`config.mk`:
```
export PLATFORM = sky130hd
export DESIGN_NAME = lc4_core
export DESIGN_NICKNAME = d
export VERILOG_FILES = /design/src/lc4_pkg.sv /design/src/lc4_fetch.sv /design/src/lc4_decoder.sv /design/src/lc4_regfile.sv /design/src/lc4_execute.sv /design/src/lc4_core.sv
export VERILOG_INCLUDE_DIRS = /design/src
export SDC_FILE = /design/constraint.sdc
export NUM_CORES = 1
export LEC_CHECK = 0
export BUFFER_PORTS_ARGS = -buffer_cell sky130_fd_sc_hd__buf_2
export CAP_MARGIN = 0
export CORE_MARGIN = 5
export CORE_UTILIZATION = 29
export DETAILED_ROUTE_END_ITERATION = 6
export GPL_TIMING_DRIVEN = 1
export SLEW_MARGIN = 20
export SYNTH_ARGS = -nofsm -noshare
export SYNTH_HDL_FRONTEND = slang
export SYNTH_SLANG_ARGS = --single-unit
```
`constraint.sdc`:
```
create_clock -name gwe -period 6.68 [get_ports gwe]
set_input_delay 0.334 -clock gwe [delete_from_list [all_inputs] [get_ports gwe]]
set_output_delay 0.334 -clock gwe [all_outputs]
set_load 0.005 [all_outputs]
```
`src/lc4_config.svh`:
```
`ifndef LC4_CONFIG_SVH
`define LC4_CONFIG_SVH

// Core widths and sizes for the reduced LC4 pipeline

// Data path and address width
`define LC4_WORD_W 16

// Architectural register file size
`define LC4_REG_CNT 8

// Bits needed to name one register
`define LC4_SEL_W 3

// First fetch address out of reset
`define LC4_RESET_PC 16'h8200

// Immediate field widths
// ADD immediate form
`define LC4_IMM5_W 5

// CONST value and BR offset
`define LC4_IMM9_W 9

`endif

```
`src/lc4_pkg.sv`:
```
`default_nettype none

`include "lc4_config.svh"

// Types shared across the LC4 core
package lc4_pkg;

  // One data word or one instruction address
  typedef logic [`LC4_WORD_W-1:0] word_t;

  // Register number as encoded in the instruction
  typedef logic [`LC4_SEL_W-1:0] reg_sel_t;

  // Condition codes, N in bit 2, Z in bit 1, P in bit 0
  typedef logic [2:0] nzp_t;

  // Major opcode in bits 15:12
  // Only the supported subset is named, the rest decode as NOP
  typedef enum logic [3:0] {
    OP_BR    = 4'h0,
    OP_ADD   = 4'h1,
    OP_AND   = 4'h5,
    OP_CONST = 4'h9
  } lc4_opcode_e;

  // ALU function picked by the decoder
  typedef enum logic [1:0] {
    ALU_ADD,
    ALU_AND,
    ALU_CONST,
    // No result, used for branches and unsupported opcodes
    ALU_NONE
  } alu_op_e;

endpackage

`default_nettype wire

```
`src/lc4_fetch.sv`:
```
`default_nettype none

`include "lc4_config.svh"

module lc4_fetch (
  input  wire            gwe,
  input  wire            i_arst_n,
  // Instruction memory answers in the same cycle
  input  wire lc4_pkg::word_t i_cur_insn,
  // Redirect from execute
  input  wire            i_branch_taken,
  input  wire lc4_pkg::word_t i_branch_target,
  output lc4_pkg::word_t o_cur_pc,
  // Fetch-to-decode latch
  output lc4_pkg::word_t o_d_insn,
  output lc4_pkg::word_t o_d_pc,
  output logic           o_d_valid
);

  lc4_pkg::word_t pc_q;
  lc4_pkg::word_t pc_next;

  // Taken branch wins over sequential fetch
  assign pc_next = i_branch_taken ? i_branch_target : pc_q + 1'b1;

  assign o_cur_pc = pc_q;

  // PC register
  always_ff @(posedge gwe or negedge i_arst_n) begin
    if (!i_arst_n) begin
      pc_q <= `LC4_RESET_PC;
    end else begin
      pc_q <= pc_next;
    end
  end

  // Decode valid bit
  // The word fetched alongside a taken branch is on the wrong path
  always_ff @(posedge gwe or negedge i_arst_n) begin
    if (!i_arst_n) begin
      o_d_valid <= 1'b0;
    end else begin
      o_d_valid <= ~i_branch_taken;
    end
  end

  // Instruction and its address move into decode every cycle
  always_ff @(posedge gwe) begin
    o_d_insn <= i_cur_insn;
    o_d_pc   <= pc_q;
  end

  // PC must be known at all times once out of reset
  assert property (@(posedge gwe) disable iff (!i_arst_n) !$isunknown(o_cur_pc))
    else $error("Fetch PC is unknown");

endmodule

`default_nettype wire

```
`src/lc4_decoder.sv`:
```
`default_nettype none

`include "lc4_config.svh"

module lc4_decoder (
  input  wire lc4_pkg::word_t i_insn,
  output lc4_pkg::reg_sel_t  o_rs_sel,
  output lc4_pkg::reg_sel_t  o_rt_sel,
  output lc4_pkg::reg_sel_t  o_rd_sel,
  output logic               o_regfile_we,
  output logic               o_nzp_we,
  output logic               o_is_branch,
  output lc4_pkg::alu_op_e   o_alu_op,
  output lc4_pkg::word_t     o_imm,
  output logic               o_use_imm
);

  lc4_pkg::lc4_opcode_e opcode;
  lc4_pkg::word_t       imm5_sx;
  lc4_pkg::word_t       imm9_sx;

  assign opcode = lc4_pkg::lc4_opcode_e'(i_insn[15:12]);

  // Sign-extended immediates
  assign imm5_sx = {{(`LC4_WORD_W-`LC4_IMM5_W){i_insn[`LC4_IMM5_W-1]}},
                    i_insn[`LC4_IMM5_W-1:0]};
  assign imm9_sx = {{(`LC4_WORD_W-`LC4_IMM9_W){i_insn[`LC4_IMM9_W-1]}},
                    i_insn[`LC4_IMM9_W-1:0]};

  always_comb begin
    // Field positions are fixed across the subset
    o_rd_sel     = i_insn[11:9];
    o_rs_sel     = i_insn[8:6];
    o_rt_sel     = i_insn[2:0];
    // Default is a NOP with no side effects
    o_regfile_we = 1'b0;
    o_nzp_we     = 1'b0;
    o_is_branch  = 1'b0;
    o_alu_op     = lc4_pkg::ALU_NONE;
    o_imm        = imm5_sx;
    o_use_imm    = 1'b0;
    case (opcode)
      lc4_pkg::OP_BR: begin
        // Mask 000 never matches, so this also covers NOP
        o_is_branch = 1'b1;
        o_imm       = imm9_sx;
      end
      lc4_pkg::OP_ADD: begin
        if (i_insn[5]) begin
          // ADD Rd, Rs, #imm5
          o_alu_op     = lc4_pkg::ALU_ADD;
          o_use_imm    = 1'b1;
          o_regfile_we = 1'b1;
          o_nzp_we     = 1'b1;
        end else if (i_insn[5:3] == 3'b000) begin
          // ADD Rd, Rs, Rt; MUL, SUB and DIV stay NOPs
          o_alu_op     = lc4_pkg::ALU_ADD;
          o_regfile_we = 1'b1;
          o_nzp_we     = 1'b1;
        end
      end
      lc4_pkg::OP_AND: begin
        // Register form only
        if (i_insn[5:3] == 3'b000) begin
          o_alu_op     = lc4_pkg::ALU_AND;
          o_regfile_we = 1'b1;
          o_nzp_we     = 1'b1;
        end
      end
      lc4_pkg::OP_CONST: begin
        o_alu_op     = lc4_pkg::ALU_CONST;
        o_imm        = imm9_sx;
        o_regfile_we = 1'b1;
        o_nzp_we     = 1'b1;
      end
      default: begin
        // Outside the subset, keep the NOP defaults
      end
    endcase
  end

endmodule

`default_nettype wire

```
`src/lc4_regfile.sv`:
```
`default_nettype none

`include "lc4_config.svh"

module lc4_regfile (
  input  wire                    gwe,
  input  wire                    i_arst_n,
  // Read ports
  input  wire lc4_pkg::reg_sel_t i_rs_sel,
  input  wire lc4_pkg::reg_sel_t i_rt_sel,
  output lc4_pkg::word_t         o_rs_data,
  output lc4_pkg::word_t         o_rt_data,
  // Write port from writeback
  input  wire lc4_pkg::reg_sel_t i_wsel,
  input  wire lc4_pkg::word_t    i_wdata,
  input  wire                    i_we
);

  lc4_pkg::word_t regs [`LC4_REG_CNT];

  // One write per cycle, all registers cleared on reset
  always_ff @(posedge gwe or negedge i_arst_n) begin
    if (!i_arst_n) begin
      for (int i = 0; i < `LC4_REG_CNT; i++) begin
        regs[i] <= '0;
      end
    end else if (i_we) begin
      regs[i_wsel] <= i_wdata;
    end
  end

  // Write-through
  // Decode sees the value writeback is storing this cycle
  assign o_rs_data = (i_we && (i_wsel == i_rs_sel)) ? i_wdata : regs[i_rs_sel];
  assign o_rt_data = (i_we && (i_wsel == i_rt_sel)) ? i_wdata : regs[i_rt_sel];

endmodule

`default_nettype wire

```
`src/lc4_execute.sv`:
```
`default_nettype none

module lc4_execute (
  input  wire                    gwe,
  input  wire                    i_arst_n,
  // Decoded controls
  input  wire lc4_pkg::reg_sel_t i_rs_sel,
  input  wire lc4_pkg::reg_sel_t i_rt_sel,
  input  wire lc4_pkg::reg_sel_t i_rd_sel,
  input  wire                    i_regfile_we,
  input  wire                    i_nzp_we,
  input  wire                    i_is_branch,
  input  wire lc4_pkg::alu_op_e  i_alu_op,
  input  wire lc4_pkg::word_t    i_imm,
  input  wire                    i_use_imm,
  input  wire                    i_d_valid,
  input  wire lc4_pkg::word_t    i_d_pc,
  input  wire lc4_pkg::word_t    i_d_insn,
  // Register file reads from decode
  input  wire lc4_pkg::word_t    i_rs_data,
  input  wire lc4_pkg::word_t    i_rt_data,
  // Redirect to fetch
  output logic                   o_branch_taken,
  output lc4_pkg::word_t         o_branch_target,
  // Writeback stage, also the trace
  output lc4_pkg::reg_sel_t      o_wb_sel,
  output lc4_pkg::word_t         o_wb_data,
  output logic                   o_wb_we,
  output logic                   o_wb_valid,
  output lc4_pkg::word_t         o_wb_pc,
  output lc4_pkg::word_t         o_wb_insn,
  output logic                   o_wb_nzp_we,
  output lc4_pkg::nzp_t          o_wb_nzp
);

  // Execute stage state
  logic              x_valid;
  logic              x_regfile_we;
  logic              x_nzp_we;
  logic              x_is_branch;
  logic              x_use_imm;
  lc4_pkg::alu_op_e  x_alu_op;
  lc4_pkg::reg_sel_t x_rs_sel;
  lc4_pkg::reg_sel_t x_rt_sel;
  lc4_pkg::reg_sel_t x_rd_sel;
  lc4_pkg::word_t    x_pc;
  lc4_pkg::word_t    x_insn;
  lc4_pkg::word_t    x_imm;
  lc4_pkg::word_t    x_rs_data;
  lc4_pkg::word_t    x_rt_data;
  // Architectural condition codes
  lc4_pkg::nzp_t     nzp_q;
  logic              d_keep;
  lc4_pkg::word_t    op_a;
  lc4_pkg::word_t    op_b;
  lc4_pkg::word_t    alu_result;
  lc4_pkg::nzp_t     alu_nzp;
  lc4_pkg::nzp_t     br_nzp;

  // Decode survives only if valid and not behind a taken branch
  assign d_keep = i_d_valid & ~o_branch_taken;

  // Decode-to-execute controls, the single place invalid work is masked
  always_ff @(posedge gwe or negedge i_arst_n) begin
    if (!i_arst_n) begin
      x_valid      <= 1'b0;
      x_regfile_we <= 1'b0;
      x_nzp_we     <= 1'b0;
      x_is_branch  <= 1'b0;
      x_alu_op     <= lc4_pkg::ALU_NONE;
    end else begin
      x_valid      <= d_keep;
      x_regfile_we <= i_regfile_we & d_keep;
      x_nzp_we     <= i_nzp_we & d_keep;
      x_is_branch  <= i_is_branch & d_keep;
      x_alu_op     <= d_keep ? i_alu_op : lc4_pkg::ALU_NONE;
    end
  end

  // Decode-to-execute payload
  always_ff @(posedge gwe) begin
    x_pc      <= i_d_pc;
    x_insn    <= i_d_insn;
    x_imm     <= i_imm;
    x_use_imm <= i_use_imm;
    x_rs_sel  <= i_rs_sel;
    x_rt_sel  <= i_rt_sel;
    x_rd_sel  <= i_rd_sel;
    x_rs_data <= i_rs_data;
    x_rt_data <= i_rt_data;
  end

  // Bypass from writeback, older values already came through write-through
  assign op_a = (o_wb_we && (o_wb_sel == x_rs_sel)) ? o_wb_data : x_rs_data;
  assign op_b = (o_wb_we && (o_wb_sel == x_rt_sel)) ? o_wb_data : x_rt_data;

  always_comb begin
    case (x_alu_op)
      lc4_pkg::ALU_ADD:   alu_result = op_a + (x_use_imm ? x_imm : op_b);
      lc4_pkg::ALU_AND:   alu_result = op_a & op_b;
      lc4_pkg::ALU_CONST: alu_result = x_imm;
      default:            alu_result = '0;
    endcase
  end

  // Condition codes of the result
  assign alu_nzp[2] = alu_result[15];
  assign alu_nzp[1] = (alu_result == '0);
  assign alu_nzp[0] = ~alu_result[15] & ~alu_nzp[1];

  // Branch sees the NZP that writeback is about to commit
  assign br_nzp = o_wb_nzp_we ? o_wb_nzp : nzp_q;

  // Mask sits in bits 11:9
  assign o_branch_taken  = x_is_branch & (|(x_insn[11:9] & br_nzp));
  assign o_branch_target = x_pc + 1'b1 + x_imm;

  // Writeback controls and the NZP register
  always_ff @(posedge gwe or negedge i_arst_n) begin
    if (!i_arst_n) begin
      o_wb_valid  <= 1'b0;
      o_wb_we     <= 1'b0;
      o_wb_nzp_we <= 1'b0;
      nzp_q       <= 3'b000;
    end else begin
      o_wb_valid  <= x_valid;
      o_wb_we     <= x_regfile_we;
      o_wb_nzp_we <= x_nzp_we;
      if (o_wb_nzp_we) begin
        nzp_q <= o_wb_nzp;
      end
    end
  end

  // Writeback payload
  always_ff @(posedge gwe) begin
    o_wb_pc   <= x_pc;
    o_wb_insn <= x_insn;
    o_wb_sel  <= x_rd_sel;
    o_wb_data <= alu_result;
    o_wb_nzp  <= alu_nzp;
  end

  // Squash must empty both younger stages behind every taken branch
  // Decode valid comes from fetch, execute valid from the latch above
  assert property (@(posedge gwe) disable iff (!i_arst_n)
                   o_branch_taken |=> (!x_valid && !i_d_valid))
    else $error("Decode or execute valid in the cycle after a taken branch");

endmodule

`default_nettype wire

```
`src/lc4_core.sv`:
```
`default_nettype none

module lc4_core (
  input  wire                    gwe,
  input  wire                    i_arst_n,
  // Instruction memory
  output wire lc4_pkg::word_t    o_cur_pc,
  input  wire lc4_pkg::word_t    i_cur_insn,
  // Writeback trace
  output wire                    o_wb_valid,
  output wire lc4_pkg::word_t    o_wb_pc,
  output wire lc4_pkg::word_t    o_wb_insn,
  output wire                    o_wb_we,
  output wire lc4_pkg::reg_sel_t o_wb_sel,
  output wire lc4_pkg::word_t    o_wb_data,
  output wire                    o_wb_nzp_we,
  output wire lc4_pkg::nzp_t     o_wb_nzp
);

  // Decode stage
  wire lc4_pkg::word_t    d_insn;
  wire lc4_pkg::word_t    d_pc;
  wire                    d_valid;
  wire lc4_pkg::reg_sel_t d_rs_sel;
  wire lc4_pkg::reg_sel_t d_rt_sel;
  wire lc4_pkg::reg_sel_t d_rd_sel;
  wire                    d_regfile_we;
  wire                    d_nzp_we;
  wire                    d_is_branch;
  wire lc4_pkg::alu_op_e  d_alu_op;
  wire lc4_pkg::word_t    d_imm;
  wire                    d_use_imm;
  wire lc4_pkg::word_t    d_rs_data;
  wire lc4_pkg::word_t    d_rt_data;
  // Redirect from execute
  wire                    x_branch_taken;
  wire lc4_pkg::word_t    x_branch_target;

  lc4_fetch u_fetch (
    .gwe             (gwe),
    .i_arst_n        (i_arst_n),
    .i_cur_insn      (i_cur_insn),
    .i_branch_taken  (x_branch_taken),
    .i_branch_target (x_branch_target),
    .o_cur_pc        (o_cur_pc),
    .o_d_insn        (d_insn),
    .o_d_pc          (d_pc),
    .o_d_valid       (d_valid)
  );

  lc4_decoder u_decoder (
    .i_insn       (d_insn),
    .o_rs_sel     (d_rs_sel),
    .o_rt_sel     (d_rt_sel),
    .o_rd_sel     (d_rd_sel),
    .o_regfile_we (d_regfile_we),
    .o_nzp_we     (d_nzp_we),
    .o_is_branch  (d_is_branch),
    .o_alu_op     (d_alu_op),
    .o_imm        (d_imm),
    .o_use_imm    (d_use_imm)
  );

  // Written from writeback, read in decode
  lc4_regfile u_regfile (
    .gwe       (gwe),
    .i_arst_n  (i_arst_n),
    .i_rs_sel  (d_rs_sel),
    .i_rt_sel  (d_rt_sel),
    .o_rs_data (d_rs_data),
    .o_rt_data (d_rt_data),
    .i_wsel    (o_wb_sel),
    .i_wdata   (o_wb_data),
    .i_we      (o_wb_we)
  );

  lc4_execute u_execute (
    .gwe             (gwe),
    .i_arst_n        (i_arst_n),
    .i_rs_sel        (d_rs_sel),
    .i_rt_sel        (d_rt_sel),
    .i_rd_sel        (d_rd_sel),
    .i_regfile_we    (d_regfile_we),
    .i_nzp_we        (d_nzp_we),
    .i_is_branch     (d_is_branch),
    .i_alu_op        (d_alu_op),
    .i_imm           (d_imm),
    .i_use_imm       (d_use_imm),
    .i_d_valid       (d_valid),
    .i_d_pc          (d_pc),
    .i_d_insn        (d_insn),
    .i_rs_data       (d_rs_data),
    .i_rt_data       (d_rt_data),
    .o_branch_taken  (x_branch_taken),
    .o_branch_target (x_branch_target),
    .o_wb_sel        (o_wb_sel),
    .o_wb_data       (o_wb_data),
    .o_wb_we         (o_wb_we),
    .o_wb_valid      (o_wb_valid),
    .o_wb_pc         (o_wb_pc),
    .o_wb_insn       (o_wb_insn),
    .o_wb_nzp_we     (o_wb_nzp_we),
    .o_wb_nzp        (o_wb_nzp)
  );

endmodule

`default_nettype wire

```
==> impl_metrics.xml <==
<?xml version="1.0" encoding="UTF-8"?>
<metrics>
  <group name="yosys">
    <metric name="netlist.top_cell.by_area" unit="">sky130_fd_sc_hd__dfrtp_1</metric>
    <metric name="synth_cell_type_count" unit="">68</metric>
    <metric name="number_of_nets_in_the_synthesized_netlist" unit="">1202</metric>
    <metric name="syn_avg_cell_area" unit="sq um">12.1</metric>
    <metric name="async_flop_share" unit="%">50.7</metric>
    <metric name="synth_edf_count" unit="">0</metric>
    <metric name="post_synth_inst_count" unit="">1151</metric>
    <metric name="synth_seq_cells" unit="">306</metric>
    <metric name="yosys.area.top_type_share" unit="%">27.1</metric>
    <metric name="synth_warn" unit="">0</metric>
    <metric name="syn-cell-area" unit="sq um">13900</metric>
    <metric name="synth_flop_cell" unit="">sky130_fd_sc_hd__dfxtp_1</metric>
    <metric name="ys_top_cells_by_area" unit="">sky130_fd_sc_hd__dfrtp_1 27%, sky130_fd_sc_hd__dfxtp_1 22%, sky130_fd_sc_hd__mux2_2 11%</metric>
    <metric name="seq_area_frac_synth" unit="%">49.6</metric>
  </group>
  <group name="setup_path">
    <metric name="critPathMaxFanout" unit="">15</metric>
    <metric name="path_class" unit="">register to register</metric>
    <metric name="reg2reg_depth" unit="">13</metric>
    <metric name="critical_path_arrival" unit="ps">5450</metric>
    <metric name="start_kind" unit="">register</metric>
    <metric name="critical_path_required" unit="ps">7110</metric>
    <metric name="end_kind" unit="">register</metric>
  </group>
  <group name="grt">
    <metric name="grt_first_pass_wirelength" unit="mm">58.0</metric>
    <metric name="grt_pass1_vias" unit="">9849</metric>
    <metric name="grt_usage" unit="%">13.8</metric>
    <metric name="grt_start_max_net_pins" unit="">89</metric>
    <metric name="grt_overflow_total" unit="">0</metric>
    <metric name="antenna_found_initial" unit="">0</metric>
  </group>
  <group name="layout">
    <metric name="regMostFlops" unit="">u_regfile.regs</metric>
    <metric name="syn_to_final_growth" unit="%">17.2</metric>
    <metric name="drive_above_1_share" unit="%">31.3</metric>
    <metric name="filler_cell_count" unit="">4684</metric>
    <metric name="largest_register_ffs" unit="">128</metric>
    <metric name="layout.nets" unit="">1286</metric>
    <metric name="finish.utilization" unit="%">34.3</metric>
  </group>
  <group name="timing">
    <metric name="final_max_slew_viols" unit="">0</metric>
    <metric name="timing.max_slew.rel_slack" unit="%">34.1</metric>
    <metric name="tightestPinTransition" unit="ps">975</metric>
    <metric name="finalHoldViolations" unit="">0</metric>
    <metric name="fmaxAchievable" unit="MHz">199</metric>
    <metric name="finalSetupViolations" unit="">0</metric>
    <metric name="final.setup.tns" unit="ps">0</metric>
    <metric name="clock-skew-final" unit="ps">29.9</metric>
    <metric name="finalCritPeriodShare" unit="%">75.1</metric>
    <metric name="period_minus_slack" unit="ps">5020</metric>
    <metric name="grt_setup_unrepaired" unit="">no</metric>
  </group>
  <group name="clocking">
    <metric name="cts.reportedPaths.clkPinSlew" unit="ps">60</metric>
    <metric name="tritoncts" unit="">yes</metric>
    <metric name="clk-insertion-delay-late" unit="ps">540</metric>
    <metric name="clk_path_buf_depth" unit="">3</metric>
    <metric name="cts_repair_resize_count" unit="">0</metric>
    <metric name="postCtsSetupRepairBufs" unit="">0</metric>
    <metric name="clkSinkCount" unit="">306</metric>
    <metric name="ctsRootBufferMaster" unit="">sky130_fd_sc_hd__clkbuf_16</metric>
    <metric name="cts-htree-levels" unit="">2</metric>
    <metric name="cts_buffers" unit="">34</metric>
  </group>
  <group name="routing">
    <metric name="number_of_antenna_violating_nets_in_the_routed_design" unit="">0</metric>
    <metric name="drt_drc_violations_left" unit="">0</metric>
    <metric name="routed-via-count" unit="">9456</metric>
    <metric name="drt_wl_total" unit="mm">36.5</metric>
    <metric name="avgViaCountPerCell" unit="">5.04</metric>
    <metric name="detailedRoute.firstIterationViolations" unit="">529</metric>
    <metric name="average_detailed_routed_wire_length_per_instance" unit="microns">19.4</metric>
    <metric name="drt-pass1-iter-count" unit="">5</metric>
  </group>
  <group name="pwr">
    <metric name="cellLeakagePower" unit="nW">7.49</metric>
    <metric name="netSwitchingFraction" unit="%">27.9</metric>
    <metric name="internal-power" unit="mW">3.64</metric>
    <metric name="sequentialPowerShare" unit="%">45.5</metric>
    <metric name="vdd.ir_drop.worst" unit="mV">0.162</metric>
    <metric name="power_density" unit="nW/um^2">309</metric>
    <metric name="clkPwrFrac" unit="%">37.8</metric>
    <metric name="combinationalPowerShare" unit="%">16.6</metric>
    <metric name="power_switching" unit="mW">1.41</metric>
  </group>
  <group name="floorplanning">
    <metric name="floorplan_die_area" unit="sq um">52500</metric>
    <metric name="start_util" unit="%">29.2</metric>
    <metric name="die_width" unit="microns">229</metric>
    <metric name="design.portCount" unit="">91</metric>
    <metric name="core_area" unit="sq um">47600</metric>
    <metric name="cell_rows" unit="">80</metric>
    <metric name="die_y_extent" unit="microns">229</metric>
  </group>
  <group name="run">
    <metric name="maxCapViolCount" unit="">0</metric>
  </group>
  <group name="placed_design">
    <metric name="gp_congestion" unit="">0.846</metric>
    <metric name="number_of_buffer_cells_added_on_primary_ports" unit="">90</metric>
    <metric name="dp.final_hpwl" unit="mm">23.8</metric>
  </group>
  <group name="run_status">
    <metric name="outcome" unit="">finished clean</metric>
  </group>
  <group name="hold_path">
    <metric name="holdPathStages" unit="">0</metric>
    <metric name="worstHoldPathType" unit="">register to register</metric>
  </group>
</metrics>
-- worst max-delay path, stage by stage, from the launching register on --
cell	delay, ps
sky130_fd_sc_hd__dfxtp_1	700
sky130_fd_sc_hd__xnor2_1	220
sky130_fd_sc_hd__and4_1	740
sky130_fd_sc_hd__mux2_2	430
sky130_fd_sc_hd__mux2_2	270
sky130_fd_sc_hd__ha_1	370
sky130_fd_sc_hd__a21o_1	200
sky130_fd_sc_hd__nand2_1	80
sky130_fd_sc_hd__nand3_1	170
sky130_fd_sc_hd__a31o_2	320
sky130_fd_sc_hd__a211o_1	260
sky130_fd_sc_hd__or4_1	510
sky130_fd_sc_hd__or4_1	450
sky130_fd_sc_hd__o21ba_1	190
-- metrics by stage --
step	setup slack [ps]	hold slack (ps)	instance area, sq um	power [mW]	instances
CTS	1690	326	16300	5.10	1876
floorplan	2350	38.4	13900	2.84	1151
global route	1390	327	16300	5.30	1876
global placement	1790	310	15000	3.14	1797
detailed placement	1620	312	15000	3.17	1797
finish	1660	323	16300	5.04	1877
-- final timing paths --
check / startpoint / end / slack [ps]
setup / recovery: u_execute.o_wb_sel[0]$_DFF_P_ / u_execute.o_wb_nzp[0]$_DFF_P_ / 1660
max in group asynchronous: i_arst_n / u_regfile.regs[43]$_DFFE_PN0P_ / 4830
min in group asynchronous: i_arst_n / u_execute.o_wb_we$_DFF_PN0_ / 420
hold reg to reg: u_fetch.o_d_pc[7]$_DFF_P_ / u_execute.x_pc[7]$_DFF_P_ / 320
hold / removal: u_fetch.o_d_pc[7]$_DFF_P_ / u_execute.x_pc[7]$_DFF_P_ / 320
setup reg to reg: u_execute.o_wb_sel[0]$_DFF_P_ / u_execute.o_wb_nzp[0]$_DFF_P_ / 1660
-- logic make-up after synthesis --
kind of cell	synth area share, %
AO/OA/AOI/OAI	7.51
XOR/XNOR	3.00
adder cells (fa/ha/maj)	3.07
buffers and inverters	2.98
flip-flops	49.6
multiplexers	25.3
AND/OR/NAND/NOR	8.53
-- area by class of cell --
type	count	area, sq um	area share, %
diodes	1	2.50	0.0153
clock buffers	46	976	5.98
clock inverters	16	194	1.19
inverters	21	78.8	0.483
multi-input cells	746	6630	40.6
flip-flops and latches	306	6910	42.3
well taps	615	769	4.71
repair buffers	126	769	4.71
-- layer usage --
metal  track usage (%)  routed length (microns)
met1              17.9                    15900
met3              2.51                     1740
met5                 0                        0
met2              23.7                    18000
met4              3.61                      846
-- cell usage in the layout, fill, tap and decap left out, drive strengths merged, types with 23 or more instances in the layout --
cell	count
nor2	67
mux2	142
xnor2	36
o21ai	35
clkbuf	46
buf	109
nand3	23
a21oi	59
dfrtp	151
mux4	64
dfxtp	151
mux2i	49
ha	31
nand2	74
-- cells in the mapped netlist, types with 31 or more instances --
| cell type | number |
|---|---|
| sky130_fd_sc_hd__o21ai_0 | 35 |
| sky130_fd_sc_hd__a21oi_1 | 58 |
| sky130_fd_sc_hd__mux2i_1 | 49 |
| sky130_fd_sc_hd__clkbuf_1 | 57 |
| sky130_fd_sc_hd__dfrtp_1 | 151 |
| sky130_fd_sc_hd__xnor2_1 | 34 |
| sky130_fd_sc_hd__nand2_1 | 74 |
| sky130_fd_sc_hd__mux2_2 | 142 |
| sky130_fd_sc_hd__dfxtp_1 | 151 |
| sky130_fd_sc_hd__ha_1 | 31 |
| sky130_fd_sc_hd__nor2_1 | 67 |
| sky130_fd_sc_hd__mux4_2 | 64 |
-- power groups by stage --
stage / Clock [mW] / Combinational (mW) / Sequential, mW
6_report: 1.91 / 0.839 / 2.30
4_1_cts: 1.96 / 0.849 / 2.30
3_5_place_dp: 0 / 0.835 / 2.33
5_1_grt: 2.04 / 0.938 / 2.33
2_1_floorplan: 0 / 0.568 / 2.27
3_3_place_gp: 0 / 0.818 / 2.33
-- what timing repair did --
item                       CTS  global route
setup endpoints to repair    0             0
hold endpoints to repair   101             0
hold buffers                17             0
(Power assumes the default switching activity.)
